[config.mk]
export PLATFORM = sky130hd
export DESIGN_NAME = memory_game_top
export DESIGN_NICKNAME = d
export VERILOG_FILES = /design/src/hw/memory_game_pkg.sv /design/src/hw/button_pulse.sv /design/src/hw/card_board.sv /design/src/hw/frame_composer.sv /design/src/hw/game_fsm.sv /design/src/hw/memory_game_top.sv /design/src/hw/vga_timing.sv
export SDC_FILE = /design/constraint.sdc
export NUM_CORES = 1
export LEC_CHECK = 0
export BUFFER_PORTS_ARGS = -buffer_cell sky130_fd_sc_hd__clkbuf_2
export CAP_MARGIN = 20
export CELL_PAD_IN_SITES_DETAIL_PLACEMENT = 1
export CELL_PAD_IN_SITES_GLOBAL_PLACEMENT = 1
export CORE_ASPECT_RATIO = 1.75
export CORE_UTILIZATION = 40
export CTS_CLUSTER_DIAMETER = 120
export DETAILED_ROUTE_END_ITERATION = 8
export PLACE_DENSITY_LB_ADDON = 0.15
export SYNTH_ARGS = -nofsm -noshare
export SYNTH_HDL_FRONTEND = slang
export SYNTH_SLANG_ARGS = --single-unit
[constraint.sdc]
create_clock -name clk -period 5.7 [get_ports clk]
set_input_delay 0.285 -clock clk [delete_from_list [all_inputs] [get_ports clk]]
set_output_delay 0.285 -clock clk [all_outputs]
set_load 0.005 [all_outputs]
[src/hw/memory_game_pkg.sv]
package memory_game_pkg;

    typedef enum logic [1:0] {
        IDLE    = 2'd0,
        PREVIEW = 2'd1,
        PLAY    = 2'd2,
        FINISH  = 2'd3
    } game_state_t;

    localparam int NUM_CARDS = 16;
    localparam int NUM_PAIRS = 8;

    // Card k pairs with card k ^ 8
    typedef logic [3:0]           card_idx_t;
    typedef logic [NUM_CARDS-1:0] card_vec_t;
    typedef logic [7:0]           scancode_t;

    typedef struct packed {
        logic [3:0] r;
        logic [3:0] g;
        logic [3:0] b;
    } rgb_t;

    typedef struct packed {
        logic      valid;
        logic      is_card;
        logic      is_shift;
        logic      is_enter;
        card_idx_t idx;
    } key_event_t;

    typedef struct packed {
        logic [9:0] h;
        logic [9:0] v;
        logic       active;
    } beam_t;

    typedef struct packed {
        logic hsync;
        logic vsync;
    } sync_t;

    localparam scancode_t SC_SHIFT = 8'h12;
    localparam scancode_t SC_ENTER = 8'h5A;

    // Keys 1 2 3 4 / Q W E R / A S D F / Z X C V
    localparam scancode_t CARD_CODES [NUM_CARDS] = '{
        8'h16, 8'h1E, 8'h26, 8'h25,
        8'h15, 8'h1D, 8'h24, 8'h2D,
        8'h1C, 8'h1B, 8'h23, 8'h2B,
        8'h1A, 8'h22, 8'h21, 8'h2A
    };

    // Cards 0, 1, 7 and 15 start mirrored
    localparam card_vec_t INIT_FLIPPED = 16'h8083;

    function automatic key_event_t decode_key(input logic strobe, input scancode_t code);
        key_event_t ev;
        ev          = '0;
        ev.valid    = strobe;
        ev.is_shift = (code == SC_SHIFT);
        ev.is_enter = (code == SC_ENTER);
        for (int i = 0; i < NUM_CARDS; i++) begin
            if (code == CARD_CODES[i]) begin
                ev.is_card = 1'b1;
                ev.idx     = card_idx_t'(i);
            end
        end
        return ev;
    endfunction

endpackage

[src/hw/button_pulse.sv]
module button_pulse #(
    parameter int DEBOUNCE_LEN = 7
) (
    input  logic clk,
    input  logic rst,
    input  logic start_i,
    output logic start_pulse_o
);

    logic [DEBOUNCE_LEN-1:0] shreg_q;
    logic                    pressed;
    logic                    pressed_q;
    logic                    pulse_q;

    // Button counts as pressed only after a full run of ones
    assign pressed = &shreg_q;

    always_ff @(posedge clk or posedge rst) begin
        if (rst) begin
            shreg_q   <= '0;
            pressed_q <= 1'b0;
            pulse_q   <= 1'b0;
        end else begin
            shreg_q   <= {shreg_q[DEBOUNCE_LEN-2:0], start_i};
            pressed_q <= pressed;
            pulse_q   <= pressed & ~pressed_q;
        end
    end

    assign start_pulse_o = pulse_q;

    a_single_cycle: assert property (
        @(posedge clk) disable iff (rst) start_pulse_o |=> !start_pulse_o
    ) else $error("start pulse lasted more than one cycle");

endmodule

[src/hw/card_board.sv]
module card_board (
    input  logic                         clk,
    input  logic                         rst,
    input  memory_game_pkg::game_state_t state_i,
    input  logic                         start_pulse_i,
    input  logic                         key_valid_i,
    input  memory_game_pkg::scancode_t   key_code_i,
    input  logic                         hint_i,
    output memory_game_pkg::card_vec_t   visible_o,
    output memory_game_pkg::card_vec_t   flipped_o,
    output memory_game_pkg::card_vec_t   matched_o,
    output logic                         all_matched_o
);

    import memory_game_pkg::*;

    key_event_t ev;
    card_vec_t  shown_q;
    card_vec_t  flipped_q;
    card_vec_t  matched_q;
    logic       shift_q;
    logic       pend_valid_q;
    card_idx_t  pend_idx_q;
    logic [3:0] pair_cnt_q;
    logic       pair_ok;

    assign ev = decode_key(key_valid_i, key_code_i);

    // Second key against the pending card
    assign pair_ok = ((pend_idx_q ^ ev.idx) == card_idx_t'(NUM_PAIRS))
                  && (flipped_q[pend_idx_q] == flipped_q[ev.idx])
                  && !matched_q[pend_idx_q]
                  && !matched_q[ev.idx];

    always_ff @(posedge clk or posedge rst) begin
        if (rst) begin
            shown_q      <= '0;
            flipped_q    <= INIT_FLIPPED;
            matched_q    <= '0;
            shift_q      <= 1'b0;
            pend_valid_q <= 1'b0;
            pend_idx_q   <= '0;
            pair_cnt_q   <= '0;
        end else begin
            case (state_i)
                IDLE, PREVIEW: begin
                    flipped_q    <= INIT_FLIPPED;
                    matched_q    <= '0;
                    pair_cnt_q   <= '0;
                    shift_q      <= 1'b0;
                    pend_valid_q <= 1'b0;
                    // Preview shows the board until play begins
                    shown_q      <= (state_i == PREVIEW && !start_pulse_i) ? '1 : '0;
                end
                PLAY: begin
                    if (ev.valid && ev.is_shift) begin
                        shift_q <= 1'b1;
                    end else if (ev.valid && ev.is_enter) begin
                        shown_q <= shown_q & matched_q;
                    end else if (ev.valid && ev.is_card) begin
                        shown_q[ev.idx] <= 1'b1;
                        if (shift_q) begin
                            if (pend_valid_q) begin
                                flipped_q[pend_idx_q] <= ~flipped_q[pend_idx_q];
                            end else begin
                                flipped_q[ev.idx] <= ~flipped_q[ev.idx];
                            end
                            shift_q      <= 1'b0;
                            pend_valid_q <= 1'b0;
                        end else if (!pend_valid_q) begin
                            pend_valid_q <= 1'b1;
                            pend_idx_q   <= ev.idx;
                        end else begin
                            pend_valid_q <= 1'b0;
                            if (pair_ok) begin
                                matched_q[pend_idx_q] <= 1'b1;
                                matched_q[ev.idx]     <= 1'b1;
                                pair_cnt_q            <= pair_cnt_q + 4'd1;
                            end
                        end
                    end
                end
                FINISH: begin
                    shown_q <= '1;
                end
                default: shown_q <= '0;
            endcase
        end
    end

    assign visible_o     = shown_q | matched_q | {NUM_CARDS{hint_i}};
    assign flipped_o     = flipped_q;
    assign matched_o     = matched_q;
    assign all_matched_o = (pair_cnt_q == 4'(NUM_PAIRS));

    a_cnt_bound: assert property (
        @(posedge clk) disable iff (rst) pair_cnt_q <= 4'(NUM_PAIRS)
    ) else $error("pair count overflow %0h", pair_cnt_q);

endmodule

[src/hw/frame_composer.sv]
module frame_composer #(
    parameter int H_ACTIVE = 640,
    parameter int V_ACTIVE = 480
) (
    input  logic                       clk,
    input  logic                       rst,
    input  memory_game_pkg::beam_t     beam_i,
    input  memory_game_pkg::sync_t     sync_i,
    input  memory_game_pkg::card_vec_t visible_i,
    input  memory_game_pkg::card_vec_t flipped_i,
    output logic [16:0]                rom_addr_o,
    input  memory_game_pkg::rgb_t      rom_data_i,
    output memory_game_pkg::rgb_t      rgb_o,
    output logic                       hsync_o,
    output logic                       vsync_o
);

    import memory_game_pkg::*;

    // Tiles on the half-resolution grid
    localparam int TILE_W = H_ACTIVE / 8;
    localparam int TILE_H = V_ACTIVE / 8;

    logic [9:0] x;
    logic [9:0] y;
    logic [1:0] col;
    logic [1:0] row;
    card_idx_t  tile;
    logic [9:0] in_col;
    logic [9:0] in_row;
    card_idx_t  tile_q;
    card_vec_t  vis_q;
    logic       active_q;
    sync_t      sync_q;

    assign x    = beam_i.h >> 1;
    assign y    = beam_i.v >> 1;
    assign col  = 2'(x / 10'(TILE_W));
    assign row  = 2'(y / 10'(TILE_H));
    assign tile = {row, col};

    // Flipped tiles read their rows bottom up
    assign in_col = x % 10'(TILE_W);
    assign in_row = flipped_i[tile] ? 10'(TILE_H - 1) - (y % 10'(TILE_H))
                                    : y % 10'(TILE_H);

    assign rom_addr_o = 17'(in_row) * 17'(TILE_W) + 17'(in_col);

    // Line up tile, visibility and sync with the ROM latency
    always_ff @(posedge clk or posedge rst) begin
        if (rst) begin
            tile_q   <= '0;
            vis_q    <= '0;
            active_q <= 1'b0;
            sync_q   <= '1;
        end else begin
            tile_q   <= tile;
            vis_q    <= visible_i;
            active_q <= beam_i.active;
            sync_q   <= sync_i;
        end
    end

    assign rgb_o   = (active_q && vis_q[tile_q]) ? rom_data_i : '0;
    assign hsync_o = sync_q.hsync;
    assign vsync_o = sync_q.vsync;

endmodule

[src/hw/game_fsm.sv]
module game_fsm (
    input  logic                        clk,
    input  logic                        rst,
    input  logic                        start_pulse_i,
    input  logic                        all_matched_i,
    output memory_game_pkg::game_state_t state_o
);

    import memory_game_pkg::*;

    game_state_t state_q;
    game_state_t state_d;

    always_comb begin
        state_d = state_q;
        case (state_q)
            IDLE: begin
                if (start_pulse_i) state_d = PREVIEW;
            end
            PREVIEW: begin
                if (start_pulse_i) state_d = PLAY;
            end
            PLAY: begin
                if (all_matched_i) state_d = FINISH;
            end
            FINISH: begin
                if (start_pulse_i) state_d = IDLE;
            end
            default: state_d = IDLE;
        endcase
    end

    always_ff @(posedge clk or posedge rst) begin
        if (rst) begin
            state_q <= IDLE;
        end else begin
            state_q <= state_d;
        end
    end

    assign state_o = state_q;

    // Play only ends through a completed board
    a_play_exit: assert property (
        @(posedge clk) disable iff (rst) (state_q == PLAY) |=> (state_q inside {PLAY, FINISH})
    ) else $error("state left PLAY for %0d", state_q);

endmodule

[src/hw/memory_game_top.sv]
module memory_game_top #(
    parameter int DEBOUNCE_LEN = 7,
    parameter int H_ACTIVE     = 640,
    parameter int H_FRONT      = 16,
    parameter int H_SYNC       = 96,
    parameter int H_TOTAL      = 800,
    parameter int V_ACTIVE     = 480,
    parameter int V_FRONT      = 10,
    parameter int V_SYNC       = 2,
    parameter int V_TOTAL      = 525
) (
    input  logic                         clk,
    input  logic                         rst,
    input  logic                         start_i,
    input  logic                         hint_i,
    input  logic                         key_valid_i,
    input  memory_game_pkg::scancode_t   key_code_i,
    input  memory_game_pkg::rgb_t        rom_data_i,
    output logic [16:0]                  rom_addr_o,
    output memory_game_pkg::rgb_t        rgb_o,
    output logic                         hsync_o,
    output logic                         vsync_o,
    output memory_game_pkg::game_state_t state_o,
    output memory_game_pkg::card_vec_t   matched_o
);

    import memory_game_pkg::*;

    logic        start_pulse;
    logic        all_matched;
    game_state_t state;
    beam_t       beam;
    sync_t       sync;
    card_vec_t   visible;
    card_vec_t   flipped;

    button_pulse #(
        .DEBOUNCE_LEN(DEBOUNCE_LEN)
    ) u_button_pulse (
        .clk          (clk),
        .rst          (rst),
        .start_i      (start_i),
        .start_pulse_o(start_pulse)
    );

    game_fsm u_game_fsm (
        .clk          (clk),
        .rst          (rst),
        .start_pulse_i(start_pulse),
        .all_matched_i(all_matched),
        .state_o      (state)
    );

    vga_timing #(
        .H_ACTIVE(H_ACTIVE),
        .H_FRONT (H_FRONT),
        .H_SYNC  (H_SYNC),
        .H_TOTAL (H_TOTAL),
        .V_ACTIVE(V_ACTIVE),
        .V_FRONT (V_FRONT),
        .V_SYNC  (V_SYNC),
        .V_TOTAL (V_TOTAL)
    ) u_vga_timing (
        .clk   (clk),
        .rst   (rst),
        .beam_o(beam),
        .sync_o(sync)
    );

    card_board u_card_board (
        .clk          (clk),
        .rst          (rst),
        .state_i      (state),
        .start_pulse_i(start_pulse),
        .key_valid_i  (key_valid_i),
        .key_code_i   (key_code_i),
        .hint_i       (hint_i),
        .visible_o    (visible),
        .flipped_o    (flipped),
        .matched_o    (matched_o),
        .all_matched_o(all_matched)
    );

    frame_composer #(
        .H_ACTIVE(H_ACTIVE),
        .V_ACTIVE(V_ACTIVE)
    ) u_frame_composer (
        .clk       (clk),
        .rst       (rst),
        .beam_i    (beam),
        .sync_i    (sync),
        .visible_i (visible),
        .flipped_i (flipped),
        .rom_addr_o(rom_addr_o),
        .rom_data_i(rom_data_i),
        .rgb_o     (rgb_o),
        .hsync_o   (hsync_o),
        .vsync_o   (vsync_o)
    );

    assign state_o = state;

endmodule

[src/hw/vga_timing.sv]
module vga_timing #(
    parameter int H_ACTIVE = 640,
    parameter int H_FRONT  = 16,
    parameter int H_SYNC   = 96,
    parameter int H_TOTAL  = 800,
    parameter int V_ACTIVE = 480,
    parameter int V_FRONT  = 10,
    parameter int V_SYNC   = 2,
    parameter int V_TOTAL  = 525
) (
    input  logic                   clk,
    input  logic                   rst,
    output memory_game_pkg::beam_t beam_o,
    output memory_game_pkg::sync_t sync_o
);

    import memory_game_pkg::*;

    localparam int HS_START = H_ACTIVE + H_FRONT;
    localparam int HS_END   = HS_START + H_SYNC;
    localparam int VS_START = V_ACTIVE + V_FRONT;
    localparam int VS_END   = VS_START + V_SYNC;

    logic [9:0] h_cnt_q;
    logic [9:0] v_cnt_q;
    logic       h_in;
    logic       v_in;

    always_ff @(posedge clk or posedge rst) begin
        if (rst) begin
            h_cnt_q <= '0;
            v_cnt_q <= '0;
        end else if (h_cnt_q == 10'(H_TOTAL - 1)) begin
            h_cnt_q <= '0;
            // Line steps on pixel wrap
            if (v_cnt_q == 10'(V_TOTAL - 1)) begin
                v_cnt_q <= '0;
            end else begin
                v_cnt_q <= v_cnt_q + 10'd1;
            end
        end else begin
            h_cnt_q <= h_cnt_q + 10'd1;
        end
    end

    assign h_in = (h_cnt_q < 10'(H_ACTIVE));
    assign v_in = (v_cnt_q < 10'(V_ACTIVE));

    always_comb begin
        beam_o.h      = h_in ? h_cnt_q : 10'd0;
        beam_o.v      = v_in ? v_cnt_q : 10'd0;
        beam_o.active = h_in & v_in;
        // Syncs are active low
        sync_o.hsync  = !((h_cnt_q >= 10'(HS_START)) && (h_cnt_q < 10'(HS_END)));
        sync_o.vsync  = !((v_cnt_q >= 10'(VS_START)) && (v_cnt_q < 10'(VS_END)));
    end

    a_cnt_range: assert property (
        @(posedge clk) disable iff (rst)
        (h_cnt_q < 10'(H_TOTAL)) && (v_cnt_q < 10'(V_TOTAL))
    ) else $error("beam counters out of range h=%0h v=%0h", h_cnt_q, v_cnt_q);

endmodule

# Yosys cells after proc, flatten, opt, wreduce, memory -nomap -nowiden
# Index checks and enable logic that the tools add are counted.
# word_totals
out_inout_bits	49
input_bits	25
elab_cells	219
reg_bits	112
# op_classes
bitwise	16
eq_ne	40
addsub	5
magnitude_cmp	12
n_mux	95
div_mod_pow	4
reduce_logical	28
n_mul	1
# ops
operator	count
16-bit two-way mux	15
16-bit OR	5
8-bit by 6-bit equality test with 1-bit output (second input constant)	9
8-bit by 5-bit equality test with 1-bit output (second input constant)	8
16-bit case mux with 2 select lines	2
4-bit two-way mux	14
10-bit two-way mux	5
16-bit case mux with 3 select lines	1
1-bit two-way mux	33
16-bit bitwise mux	2
1-bit binary-select mux with 4-bit select	6
10-bit by 1-bit adder with 10-bit output (second input constant)	2
10-bit equality test (second input constant)	2
10-bit less-than comparator (second input constant)	2
10-bit by 9-bit less-than comparator with 1-bit output (second input constant)	2
4-bit by 5-bit less-than comparator with 1-bit output (second input constant)	4
17-bit by 10-bit adder with 17-bit output	1
16-bit AND	1
2-bit != test (second input constant)	7
7-bit AND reduction	2
10-bit by 3-bit multiplier with 13-bit output (second input constant)	1
1-bit logical AND	12
12-bit two-way mux	1
2-bit two-way mux	6
other kinds (34)	58

# Longest topological paths before layout
# Gate-level depths: netlist of run 1.
# logic_depth
ltp_word	29
depth_mapped	23
depth_no_buf	22

# Cells and area by module
# A second synthesis of run 1 with hierarchy kept.
# unflattened
hier_cells	1000
area_unflattened_um2	8709.6
# by_module_without_submodules
module	area_per_inst_um2	seq_area_each_um2	instances	cells_each
card_board	4379.2	1456.4	1	533
frame_composer	2693.8	578.1	1	301
vga_timing	1213.7	500.5	1	136
button_pulse	256.5	225.2	1	15
game_fsm	166.4	50.0	1	15

# Worst setup path before layout of run 1
# OpenSTA, ideal clock, no wires.
# synth_path
path_kind	register -> output
startpoint	register u_vga_timing.v_cnt_q[7]
endpoint	output port rom_addr_o[15]
path_buffers	1
required_ns	5.415
arrival_time_ns	4.592
path_stages_with_launch	23
slack_ns	0.823
cell_sequence	dfrtp_1 clkbuf_1 a31o_2 a311oi_1 and2_1 nand2_1 nand2_1 nand2_1 mux2i_1 xor2_1 ha_1 nand2_1 o21a_1 ha_1 ha_1 fa_1 ha_1 a21oi_1 nor2b_1 o21ai_0 nor2_1 nand3_1 xor2_1
# synth_via
elab_chain_len	8
elab_cells_between_ends	10
classes_between	add/sub (2); mul (1); div (2); order compare (1); mux (4)
# synth_rtl
item	line_no	rtl
start: declaration	vga_timing.sv:25	logic [9:0] v_cnt_q;
start signal: assignment	vga_timing.sv:39	v_cnt_q <= v_cnt_q + 10'd1;
10-bit by 9-bit less-than comparator with 1-bit output	vga_timing.sv:47	assign v_in = (v_cnt_q < 10'(V_ACTIVE));
10-bit two-way mux *	vga_timing.sv:51	beam_o.v = v_in ? v_cnt_q : 10'd0;
9-bit by 6-bit divider with 10-bit output *	frame_composer.sv:39	assign row = 2'(y / 10'(TILE_H));
named net u_frame_composer.row[0]	frame_composer.sv:27	logic [1:0] row;
1-bit binary-select mux with 4-bit select *	frame_composer.sv:44	assign in_row = flipped_i[tile] ? 10'(TILE_H - 1) - (y % 10'(TILE_H))
1-bit two-way mux (implied by the code) *	frame_composer.sv:44	
10-bit two-way mux *	frame_composer.sv:44	
10-bit by 3-bit multiplier with 13-bit output *	frame_composer.sv:47	assign rom_addr_o = 17'(in_row) * 17'(TILE_W) + 17'(in_col);
17-bit by 10-bit adder with 17-bit output *	frame_composer.sv:47	
end: declaration	memory_game_top.sv:19	output logic [16:0] rom_addr_o,
# The timed path passes the listed nets; every way through them passes the cells marked *. The select of a mux whose other input is x is not followed.

# Worst setup path after layout of run 1
# layout_path
startpoint	register u_vga_timing.h_cnt_q[6]
endpoint	output port rom_addr_o[16]
# layout_via
elab_chain_len	8
elab_cells_between_ends	9
classes_between	add/sub (1); mul (1); div (2); order compare (1); mux (4)
# layout_rtl
item	line_no	rtl
start: declaration	vga_timing.sv:24	logic [9:0] h_cnt_q;
start signal: assignment	vga_timing.sv:42	h_cnt_q <= h_cnt_q + 10'd1;
10-bit less-than comparator	vga_timing.sv:46	assign h_in = (h_cnt_q < 10'(H_ACTIVE));
10-bit two-way mux *	vga_timing.sv:50	beam_o.h = h_in ? h_cnt_q : 10'd0;
9-bit by 7-bit divider with 10-bit output *	frame_composer.sv:38	assign col = 2'(x / 10'(TILE_W));
named net u_frame_composer.col[0]	frame_composer.sv:26	logic [1:0] col;
1-bit binary-select mux with 4-bit select *	frame_composer.sv:44	
1-bit two-way mux (implied by the code) *	frame_composer.sv:44	
10-bit two-way mux *	frame_composer.sv:44	
10-bit by 3-bit multiplier with 13-bit output *	frame_composer.sv:47	
17-bit by 10-bit adder with 17-bit output *	frame_composer.sv:47	
# Marked as above.

==> results of run 1 <==
-- layout make-up --
class	instances	area share, %
clock inverters	7	0.861
inverters	42	1.79
flip-flops and latches	112	30.8
clock buffers	9	2.46
multi-input cells	723	53.9
repair buffers	108	6.83
well taps	245	3.35
-- per-stage QoR --
stage / instance area (um^2) / power [mW] / worst slack (ns) / setup TNS (ns)
3_3_place_gp: 8620 / 2.39 / 0.436 / 0
2_1_floorplan: 8080 / 1.98 / 0.823 / 0
5_1_grt: 9160 / 3.33 / -0.00444 / -0.00444
3_5_place_dp: 8620 / 2.42 / 0.311 / 0
4_1_cts: 8960 / 3.12 / 0.0220 / 0
6_report: 9160 / 3.10 / 0.374 / 0
-- Yosys cell counts (all sizes together) (9+ instances only) --
cell,number
dfrtp,106
a21oi,90
nand2,89
nor2,72
o21ai,61
clkbuf,42
inv,41
ha,33
nand3,25
xnor2,25
or3,24
and3,23
nor3,21
buf,19
nand2b,18
mux2i,15
mux4,15
nor2b,14
o32ai,13
xor2,13
and2,12
nand4,12
a22oi,10
nor4,10
a21o,9
-- power breakdown --
group | switching, mW | internal (mW) | total [mW]
Sequential | 0.108 | 0.920 | 1.03
Combinational | 0.830 | 0.568 | 1.40
Clock | 0.328 | 0.347 | 0.675
Total | 1.27 | 1.83 | 3.10
-- worst max path at each step --
stage | slack (ns) | cells after the start | to
3_5_place_dp | 0.31 | 19 | rom_addr_o[15]
6_report | 0.37 | 21 | rom_addr_o[16]
5_1_grt | -0.004 | 24 | rom_addr_o[16]
3_3_place_gp | 0.44 | 20 | rom_addr_o[15]
4_1_cts | 0.02 | 22 | rom_addr_o[15]
2_1_floorplan | 0.82 | 22 | rom_addr_o[15]
-- worst reg2reg max path: stages (launching register included) --
cell     delay, ns
dfrtp_1       0.92
mux4_2        0.64
mux4_2        0.52
or4_4         0.59
a21oi_2       0.21
nand3_2       0.33
o21ai_0       0.31
-- what timing repair did --
| item | 4_1_cts | 5_1_grt |
|---|---|---|
| pin swaps | 1 | 4 |
| setup endpoints to repair | 3 | 6 |
| gates cloned | 1 | 0 |
| endpoints found under the hold margin | 0 | 0 |
| setup buffers | 1 | 16 |
| resized for setup | 6 | 23 |
-- state kept, by name (all words and copies together) (netlist names), 4 cells and up --
signal                   flops
u_button_pulse.shreg_q       7
u_card_board.flipped_o      16
u_card_board.matched_o      16
u_card_board.pair_cnt_q      4
u_card_board.pend_idx_q      4
u_card_board.shown_q        16
u_frame_composer.tile_q      4
u_frame_composer.vis_q      16
u_vga_timing.h_cnt_q        10
u_vga_timing.v_cnt_q        10
-- logic make-up after synthesis --
kind of cell	share of synthesized area, %
simple gates	22.4
buf+inv	5.40
xor+xnor	4.13
fa+ha+maj	5.62
other cells	0.0465
flops	34.8
compound gates	20.5
mux	7.03
-- metal layers --
| layer | GRT usage (%) | part of all wire, % | wire length (um) | up-vias |
|---|---|---|---|---|
| met5 | 0 | 0 | 0 | - |
| met4 | 17.6 | 5.9 | 1670 | 0 |
| met3 | 3.53 | 3.3 | 949 | 72 |
| met2 | 50.6 | 53 | 15200 | 206 |
| met1 | 31.5 | 37 | 10600 | 3821 |
| li1 | - | - | - | 3503 |
==> impl_results.html, run 1 <==
<table>
<tr><th>Metric</th><th>Value</th></tr>
<tr><th colspan="2">GRT</th></tr>
<tr><td>Number of antenna violations at the first check in global routing</td><td>0</td></tr>
<tr><td>Maximum number of pins on one net before global-route repair</td><td>58</td></tr>
<tr><td>Global-route wire length before repair</td><td>roughly 44 mm</td></tr>
<tr><td>Global router's overall resource usage</td><td>28.5%</td></tr>
<tr><td>Residual overflow from global routing</td><td>0</td></tr>
<tr><td>Vias in the first global route</td><td>between 7,000 and 8,000</td></tr>
<tr><th colspan="2">Logic synthesis</th></tr>
<tr><td>Sequential fraction of the synthesis area</td><td>about a third</td></tr>
<tr><td>Syn Area/Cell</td><td>slightly below 9 um^2</td></tr>
<tr><td>Fraction of synthesized cell area taken by the top area cell type</td><td>32.9%</td></tr>
<tr><td>FF+latch count, synth</td><td>approximately 110</td></tr>
<tr><td>Synthesized cell area</td><td>0.00807 mm^2</td></tr>
<tr><td>Cell taking the most area after synthesis</td><td>dfrtp_1</td></tr>
<tr><td>Top FF cell, synth</td><td>dfrtp_1</td></tr>
<tr><td>Synth Instances</td><td>between 900 and 1,000</td></tr>
<tr><td>Yosys cell types</td><td>about 80</td></tr>
<tr><td>Largest cells by area after synthesis</td><td>dfrtp_1 33%, a21oi_1 5.5%, ha_1 5.1%</td></tr>
<tr><td>Share of flip-flops with an asynchronous set or reset after synthesis</td><td>100%</td></tr>
<tr><td>Number of warnings reported in the yosys synthesis log</td><td>0</td></tr>
<tr><td>Number of enable flip-flop cells after synthesis</td><td>0</td></tr>
<tr><th colspan="2">STA</th></tr>
<tr><td>Worst slew margin relative to its limit</td><td>around 34%</td></tr>
<tr><td>Post-Route Hold Slack</td><td>between 0.015 and 0.02 ns</td></tr>
<tr><td>Max-slew violation total from the final report</td><td>0</td></tr>
<tr><td>Part of the cycle the worst path needs</td><td>~93%</td></tr>
<tr><td>Final hold viol count</td><td>0</td></tr>
<tr><td>Clock period minus final worst setup slack</td><td>5.33 ns</td></tr>
<tr><td>Least-Margin Pin Slew</td><td>around 0.98 ns</td></tr>
<tr><td>Number of endpoints failing setup at the final stage</td><td>0</td></tr>
<tr><td>Maximum clock rate</td><td>188 MHz</td></tr>
<tr><td>Post-route clock skew</td><td>0.00917 ns</td></tr>
<tr><th colspan="2">Finish</th></tr>
<tr><td>Non-filler instance count after layout</td><td>roughly 1,200</td></tr>
<tr><td>Share of layout cells above drive strength 1</td><td>between 20% and 30%</td></tr>
<tr><td>Count of filler cells inserted in the layout</td><td>2,392</td></tr>
<tr><td>Area taken by flip-flops and latches</td><td>about 0.0028 mm^2</td></tr>
<tr><td>Most common cell after layout, fill and taps aside</td><td>dfrtp_1</td></tr>
<tr><td>Ant. Diodes</td><td>0</td></tr>
<tr><td>Synthesis-to-finish area growth</td><td>13.5%</td></tr>
<tr><td>Commonest cells after routing, fill and taps aside</td><td>97 x dfrtp_1, 87 x nand2_1, 82 x a21oi_1</td></tr>
<tr><td>Multi-input gate area in the final layout</td><td>0.00493 mm^2</td></tr>
<tr><td>Post-layout nets</td><td>1,056</td></tr>
<tr><td>Core utilization of the finished layout</td><td>between 40% and 50%</td></tr>
<tr><th colspan="2">Worst setup path</th></tr>
<tr><td>Critical path launch point</td><td>u_vga_timing.h_cnt_q[6]</td></tr>
<tr><td>Depth of the worst register-to-register path</td><td>6</td></tr>
<tr><td>Data arrival, critical path</td><td>5.04 ns</td></tr>
<tr><td>Slowest library cell on the worst path</td><td>dfrtp_2</td></tr>
<tr><td>Worst Setup End Kind</td><td>primary output</td></tr>
<tr><td>CP bufs+invs</td><td>2</td></tr>
<tr><td>Worst Path Class, Setup</td><td>flop to primary output</td></tr>
<tr><td>R2R Path Start</td><td>u_card_board.pend_idx_q[0]</td></tr>
<tr><td>Maximum net fanout on the critical path</td><td>8</td></tr>
<tr><td>Critical Path Source Type</td><td>flop</td></tr>
<tr><td>Required time of the critical path</td><td>5.41 ns</td></tr>
<tr><td>Worst R2R Setup Slack</td><td>around 2.1 ns</td></tr>
<tr><td>Largest delay share family, worst path</td><td>compound AO/OA/AOI/OAI gates</td></tr>
<tr><td>Worst path max stage delay</td><td>0.47 ns</td></tr>
<tr><td>Critical path, cell by cell</td><td>nor2_2 -&gt; o21ai_1 -&gt; a32oi_2 -&gt; nand2_2 -&gt; mux4_2 -&gt; a21oi_2 -&gt; a22oi_2 -&gt; buf_4 -&gt; o21a_1 -&gt; ha_1 -&gt; ha_1 -&gt; fa_1 -&gt; a21oi_1 -&gt; nor2_1 -&gt; nor2_1 -&gt; o21bai_1 -&gt; a21oi_2 -&gt; xnor2_2 -&gt; nand3_1 -&gt; nor3b_1 -&gt; clkbuf_2</td></tr>
<tr><td>Capture point of the worst reg-to-reg path</td><td>u_card_board.matched_o[13]</td></tr>
<tr><th colspan="2">Floorplanning</th></tr>
<tr><td>Vert. Die Dim</td><td>~190 um</td></tr>
<tr><td>Number of rows created at floorplan</td><td>between 60 and 70</td></tr>
<tr><td>Initial core utilization</td><td>between 40% and 50%</td></tr>
<tr><td>Core region area</td><td>0.0197 mm^2</td></tr>
<tr><td>Die width</td><td>109 um</td></tr>
<tr><td>Num ports</td><td>74</td></tr>
<tr><td>Die Footprint</td><td>between 0.02 and 0.025 mm^2</td></tr>
<tr><th colspan="2">Power and ir drop</th></tr>
<tr><td>VDD IR max</td><td>between 0.2 and 0.25 mV</td></tr>
<tr><td>P_leak</td><td>between 3 and 4 nW</td></tr>
<tr><td>Power density relative to cell area</td><td>roughly 340 mW/mm^2</td></tr>
<tr><th colspan="2">Drt</th></tr>
<tr><td>DRC violation count after routing</td><td>0</td></tr>
<tr><td>Average wire per standard cell</td><td>between 20 and 25 um</td></tr>
<tr><td>Vias per Instance</td><td>roughly 6</td></tr>
<tr><td>Pre-antenna DRT Iters</td><td>5</td></tr>
<tr><td>Post-detailed-route count of antenna-violating nets</td><td>0</td></tr>
<tr><td>Number of design-rule violations left by the first detailed-router iteration</td><td>438</td></tr>
<tr><td>Total vias in the final route</td><td>between 7,000 and 8,000</td></tr>
<tr><td>Routed Wire Length</td><td>approximately 28 mm</td></tr>
<tr><th colspan="2">Clocking</th></tr>
<tr><td>Number of CTS-inserted buffers</td><td>9</td></tr>
<tr><td>Htree depth</td><td>3</td></tr>
<tr><td>Root cell of the clock tree</td><td>clkbuf_16</td></tr>
<tr><td>Count of clock tree sinks</td><td>between 100 and 150</td></tr>
<tr><td>Clk pin slew, worst setup/hold paths</td><td>about 0.08 ns</td></tr>
<tr><td>TritonCTS clock tree</td><td>done</td></tr>
<tr><td>CTS max path bufs</td><td>2</td></tr>
<tr><td>Clock network latency to the later pin of the worst-skew pair</td><td>0.37 ns</td></tr>
<tr><td>Hold buffer count at cts</td><td>0</td></tr>
<tr><th colspan="2">Placed design</th></tr>
<tr><td># port buffers</td><td>between 70 and 80</td></tr>
<tr><td>Routability congestion estimate from global placement</td><td>just under 0.9</td></tr>
<tr><td>Post-Place Cells</td><td>1,211</td></tr>
<tr><td>DP HPWL</td><td>between 20 and 25 mm</td></tr>
<tr><th colspan="2">Min path</th></tr>
<tr><td>Path class of the lowest-slack min-delay path</td><td>primary input to async pin</td></tr>
<tr><th colspan="2">Status</th></tr>
<tr><td>Run status</td><td>finished clean</td></tr>
<tr><th colspan="2">Job</th></tr>
<tr><td>Max-cap check violation count</td><td>0</td></tr>
</table>
Note: power is estimated with default switching activity, not from simulation.
==> run 2, diff against run 1 <==
--- a/config.mk
+++ b/config.mk
@@ -8,9 +8,9 @@
 export BUFFER_PORTS_ARGS = -buffer_cell sky130_fd_sc_hd__clkbuf_2
 export CAP_MARGIN = 20
 export CELL_PAD_IN_SITES_DETAIL_PLACEMENT = 1
-export CELL_PAD_IN_SITES_GLOBAL_PLACEMENT = 1
+export CELL_PAD_IN_SITES_GLOBAL_PLACEMENT = 2
 export CORE_ASPECT_RATIO = 1.75
-export CORE_UTILIZATION = 40
+export CORE_UTILIZATION = 37
 export CTS_CLUSTER_DIAMETER = 120
 export DETAILED_ROUTE_END_ITERATION = 8
 export PLACE_DENSITY_LB_ADDON = 0.15
==> run 2 against run 1 <==
  * Clock skew increased by 0.00079 ns
  * Largest power group unchanged
  * Power increased by 0.68%
  * Non-clock buffer count is 3 lower
  * Clock power fell by 1%
  * Count of clock-buffer cells in the layout increased by 3
  * Die area up 8.0%
  * Critical path depth stayed put
  * Sequential share of layout area fell by 0.13 points
  * Routed wire length is 3.9% higher
  * Cell area increased by 0.46%
  * Critical endpoint unchanged
  * Cell count is 3.5% higher
==> impl_results.html, run 2 (synthesized netlist as in run 1, its figures left out) <==
<table>
<tr><th>Metric</th><th>Value</th></tr>
<tr><th colspan="2">Status</th></tr>
<tr><td>Run status</td><td>finished clean</td></tr>
<tr><th colspan="2">STA</th></tr>
<tr><td>Number of endpoints failing setup at the final stage</td><td>0 (unchanged)</td></tr>
<tr><td>Final TNS setup</td><td>0 ns (unchanged)</td></tr>
<tr><td>Clock period minus final worst setup slack</td><td>5.36 ns (+0.0312 ns)</td></tr>
<tr><td>RSZ-0062 raised after global routing</td><td>no</td></tr>
<tr><td>Maximum clock rate</td><td>187 MHz (-0.58%)</td></tr>
<tr><td>Max-slew violation total from the final report</td><td>0 (unchanged)</td></tr>
<tr><td>Least-Margin Pin Slew</td><td>1.09 ns (+0.106 ns)</td></tr>
<tr><td>Worst slew margin relative to its limit</td><td>26.7% (-6.8 points)</td></tr>
<tr><td>Final hold viol count</td><td>0 (unchanged)</td></tr>
<tr><td>Part of the cycle the worst path needs</td><td>94.0% (+0.55 points)</td></tr>
<tr><td>Post-route clock skew</td><td>0.00996 ns (+0.000790 ns)</td></tr>
<tr><th colspan="2">Floorplanning</th></tr>
<tr><td>Core region area</td><td>0.0214 mm^2 (+8.5%)</td></tr>
<tr><td>Vert. Die Dim</td><td>197 um (+3.9%)</td></tr>
<tr><td>Num ports</td><td>74 (unchanged)</td></tr>
<tr><td>Die Footprint</td><td>0.0224 mm^2 (+8.0%)</td></tr>
<tr><td>Die width</td><td>114 um (+3.9%)</td></tr>
<tr><td>Number of rows created at floorplan</td><td>71 (+4.4%)</td></tr>
<tr><td>Initial core utilization</td><td>37.7% (-3.2 points)</td></tr>
<tr><th colspan="2">Finish</th></tr>
<tr><td>Ant. Diodes</td><td>0 (unchanged)</td></tr>
<tr><td>Post-layout nets</td><td>1,053 (-0.28%)</td></tr>
<tr><td>Share of layout cells above drive strength 1</td><td>19.6% (-0.54 points)</td></tr>
<tr><td>Most common cell after layout, fill and taps aside</td><td>dfrtp_1</td></tr>
<tr><td>Commonest cells after routing, fill and taps aside</td><td>96 x dfrtp_1, 87 x nand2_1, 82 x a21oi_1</td></tr>
<tr><td>Count of filler cells inserted in the layout</td><td>2,557 (+6.9%)</td></tr>
<tr><td>Post-route cell area</td><td>0.00920 mm^2 (+0.46%)</td></tr>
<tr><td>Synthesis-to-finish area growth</td><td>14.1%</td></tr>
<tr><th colspan="2">Clocking</th></tr>
<tr><td>Number of CTS-inserted buffers</td><td>9 (unchanged)</td></tr>
<tr><td>CTS max path bufs</td><td>2 (unchanged)</td></tr>
<tr><td>TritonCTS clock tree</td><td>done</td></tr>
<tr><td>Root cell of the clock tree</td><td>clkbuf_16</td></tr>
<tr><td>Count of clock tree sinks</td><td>112 (unchanged)</td></tr>
<tr><td>Clk pin slew, worst setup/hold paths</td><td>0.07 ns (about the same)</td></tr>
<tr><td>Clock network latency to the later pin of the worst-skew pair</td><td>0.38 ns (about the same)</td></tr>
<tr><td>Htree depth</td><td>3 (unchanged)</td></tr>
<tr><th colspan="2">Worst setup path</th></tr>
<tr><td>Worst Path Class, Setup</td><td>flop to primary output</td></tr>
<tr><td>CP bufs+invs</td><td>2 (unchanged)</td></tr>
<tr><td>Worst Setup End Kind</td><td>primary output</td></tr>
<tr><td>Slowest library cell on the worst path</td><td>or3b_2</td></tr>
<tr><td>Critical Path Source Type</td><td>flop</td></tr>
<tr><td>Largest delay share family, worst path</td><td>compound AO/OA/AOI/OAI gates</td></tr>
<tr><td>Data arrival, critical path</td><td>5.07 ns (+0.03 ns)</td></tr>
<tr><td>Required time of the critical path</td><td>5.41 ns (about the same)</td></tr>
<tr><td>Maximum net fanout on the critical path</td><td>8 (unchanged)</td></tr>
<tr><td>Worst path max stage delay</td><td>0.51 ns (+0.04 ns)</td></tr>
<tr><td>Critical path, cell by cell</td><td>nand3_1 -&gt; or3b_2 -&gt; a21oi_4 -&gt; o221ai_1 -&gt; a221oi_1 -&gt; a21oi_1 -&gt; a22oi_2 -&gt; buf_4 -&gt; xnor2_1 -&gt; a211o_1 -&gt; ha_1 -&gt; ha_1 -&gt; a21oi_1 -&gt; nor2_1 -&gt; nor2_1 -&gt; o21bai_1 -&gt; a21oi_2 -&gt; xnor2_2 -&gt; nand3_1 -&gt; nor3b_1 -&gt; clkbuf_2</td></tr>
<tr><td>Worst R2R Setup Slack</td><td>2.02 ns (-0.08 ns)</td></tr>
<tr><th colspan="2">Drt</th></tr>
<tr><td>Routed Wire Length</td><td>29.6 mm (+3.9%)</td></tr>
<tr><td>Post-detailed-route count of antenna-violating nets</td><td>0 (unchanged)</td></tr>
<tr><td>DRC violation count after routing</td><td>0 (unchanged)</td></tr>
<tr><td>Vias per Instance</td><td>5.85 (-4.1%)</td></tr>
<tr><td>Average wire per standard cell</td><td>22.9 um (+0.32%)</td></tr>
<tr><td>Number of design-rule violations left by the first detailed-router iteration</td><td>484 (+11%)</td></tr>
<tr><td>Total vias in the final route</td><td>7,547 (-0.72%)</td></tr>
<tr><td>Pre-antenna DRT Iters</td><td>5 (unchanged)</td></tr>
<tr><th colspan="2">GRT</th></tr>
<tr><td>Vias in the first global route</td><td>7,962 (+3.9%)</td></tr>
<tr><td>Maximum number of pins on one net before global-route repair</td><td>72 (+24%)</td></tr>
<tr><td>Residual overflow from global routing</td><td>0 (unchanged)</td></tr>
<tr><td>Global-route wire length before repair</td><td>46.6 mm (+5.9%)</td></tr>
<tr><td>Number of antenna violations at the first check in global routing</td><td>0 (unchanged)</td></tr>
<tr><td>Global router's overall resource usage</td><td>27.8% (-0.70 points)</td></tr>
<tr><th colspan="2">Placed design</th></tr>
<tr><td>Routability congestion estimate from global placement</td><td>0.870 (-2.7%)</td></tr>
<tr><td>Total cell area at the placement stage</td><td>0.00870 mm^2 (+0.90%)</td></tr>
<tr><td>DP HPWL</td><td>22.2 mm (+5.1%)</td></tr>
<tr><td># port buffers</td><td>73 (unchanged)</td></tr>
<tr><th colspan="2">Job</th></tr>
<tr><td>Max-cap check violation count</td><td>0 (unchanged)</td></tr>
<tr><th colspan="2">Power and ir drop</th></tr>
<tr><td>P_leak</td><td>3.81 nW (-0.33%)</td></tr>
<tr><td>VDD IR max</td><td>0.287 mV (+25%)</td></tr>
<tr><td>Power density relative to cell area</td><td>339 mW/mm^2 (+0.21%)</td></tr>
<tr><th colspan="2">Min path</th></tr>
<tr><td>Path class of the lowest-slack min-delay path</td><td>primary input to flop</td></tr>
</table>
-- run 2: cell count changes in the layout (fill, tap and decap cells not counted), moves of 2 or more --
cell / delta
clkinvlp_4: -2
clkbuf_8: +3
buf_4: -7
clkbuf_2: +3
-- run 2: what timing repair did --
item	CTS	global route
pin swaps	1	3
hold buffers	1	0
gates cloned	1	0
setup endpoints to repair	3	6
resized for setup	5	22
endpoints found under the hold margin	34	0
setup buffers	2	11
-- run 2: per-layer routing --
metal / part of all wire, % / vias to the layer above / GRT usage (%) / wire, um
li1: - / 3501 / - / -
met1: 38 / 3834 / 30.0 / 11300
met2: 54 / 149 / 50.8 / 16000
met3: 2.2 / 63 / 3.31 / 662
met4: 5.7 / 0 / 17.2 / 1680
met5: 0 / - / 0 / 0
-- run 2: worst reg2reg max path: cells and delay by family, from the launching register on --
family          cells  cell delay (ns)
mux                 1             0.30
flops               1             0.93
buf+inv             1             0.50
compound gates      2             0.42
simple gates        4             1.43
-- run 2: worst paths after layout --
kind,cells after the start,startpoint,endpoint
setup / recovery,21,u_vga_timing.v_cnt_q[5],rom_addr_o[16]
hold / removal,1,start_i,u_button_pulse.shreg_q[0]
setup reg to reg,8,u_card_board.pend_valid_q,u_card_board.pair_cnt_q[0]
hold reg to reg,0,u_button_pulse.shreg_q[1],u_button_pulse.shreg_q[2]
max in group asynchronous,4,rst,u_card_board.pair_cnt_q[0]
min in group asynchronous,3,rst,u_vga_timing.v_cnt_q[3]
-- run 2: report_power, final --
| group | switching [mW] | total (mW) | leakage [nW] | internal, mW |
|---|---|---|---|---|
| clock | 0.328 | 0.666 | 0.151 | 0.338 |
| sequential | 0.109 | 1.03 | 1.40 | 0.920 |
| combinational | 0.839 | 1.43 | 2.26 | 0.588 |
-- run 2: area by class of cell --
| cell class | instances | area [um^2] | area share, % |
|---|---|---|---|
| clock buffers | 12 | 267 | 2.90 |
| multi-input cells | 723 | 4940 | 53.7 |
| clock inverters | 4 | 33.8 | 0.367 |
| flip-flops and latches | 112 | 2820 | 30.7 |
| well taps | 292 | 365 | 3.97 |
| inverters | 42 | 160 | 1.74 |
| repair buffers | 105 | 613 | 6.66 |
-- run 2: stage by stage --
stage               instances  hold slack, ns  power (mW)  setup slack, ns  util (%)
floorplan                 937           0.316        1.98            0.823         -
global placement         1258           0.367        2.43            0.500      40.6
detailed placement       1258           0.360        2.46            0.303      40.6
CTS                      1278         0.00418        3.14         0.000111      42.3
global route             1290          0.0124        3.35           0.0185      43.0
finish                   1290          0.0142        3.12            0.343      43.0
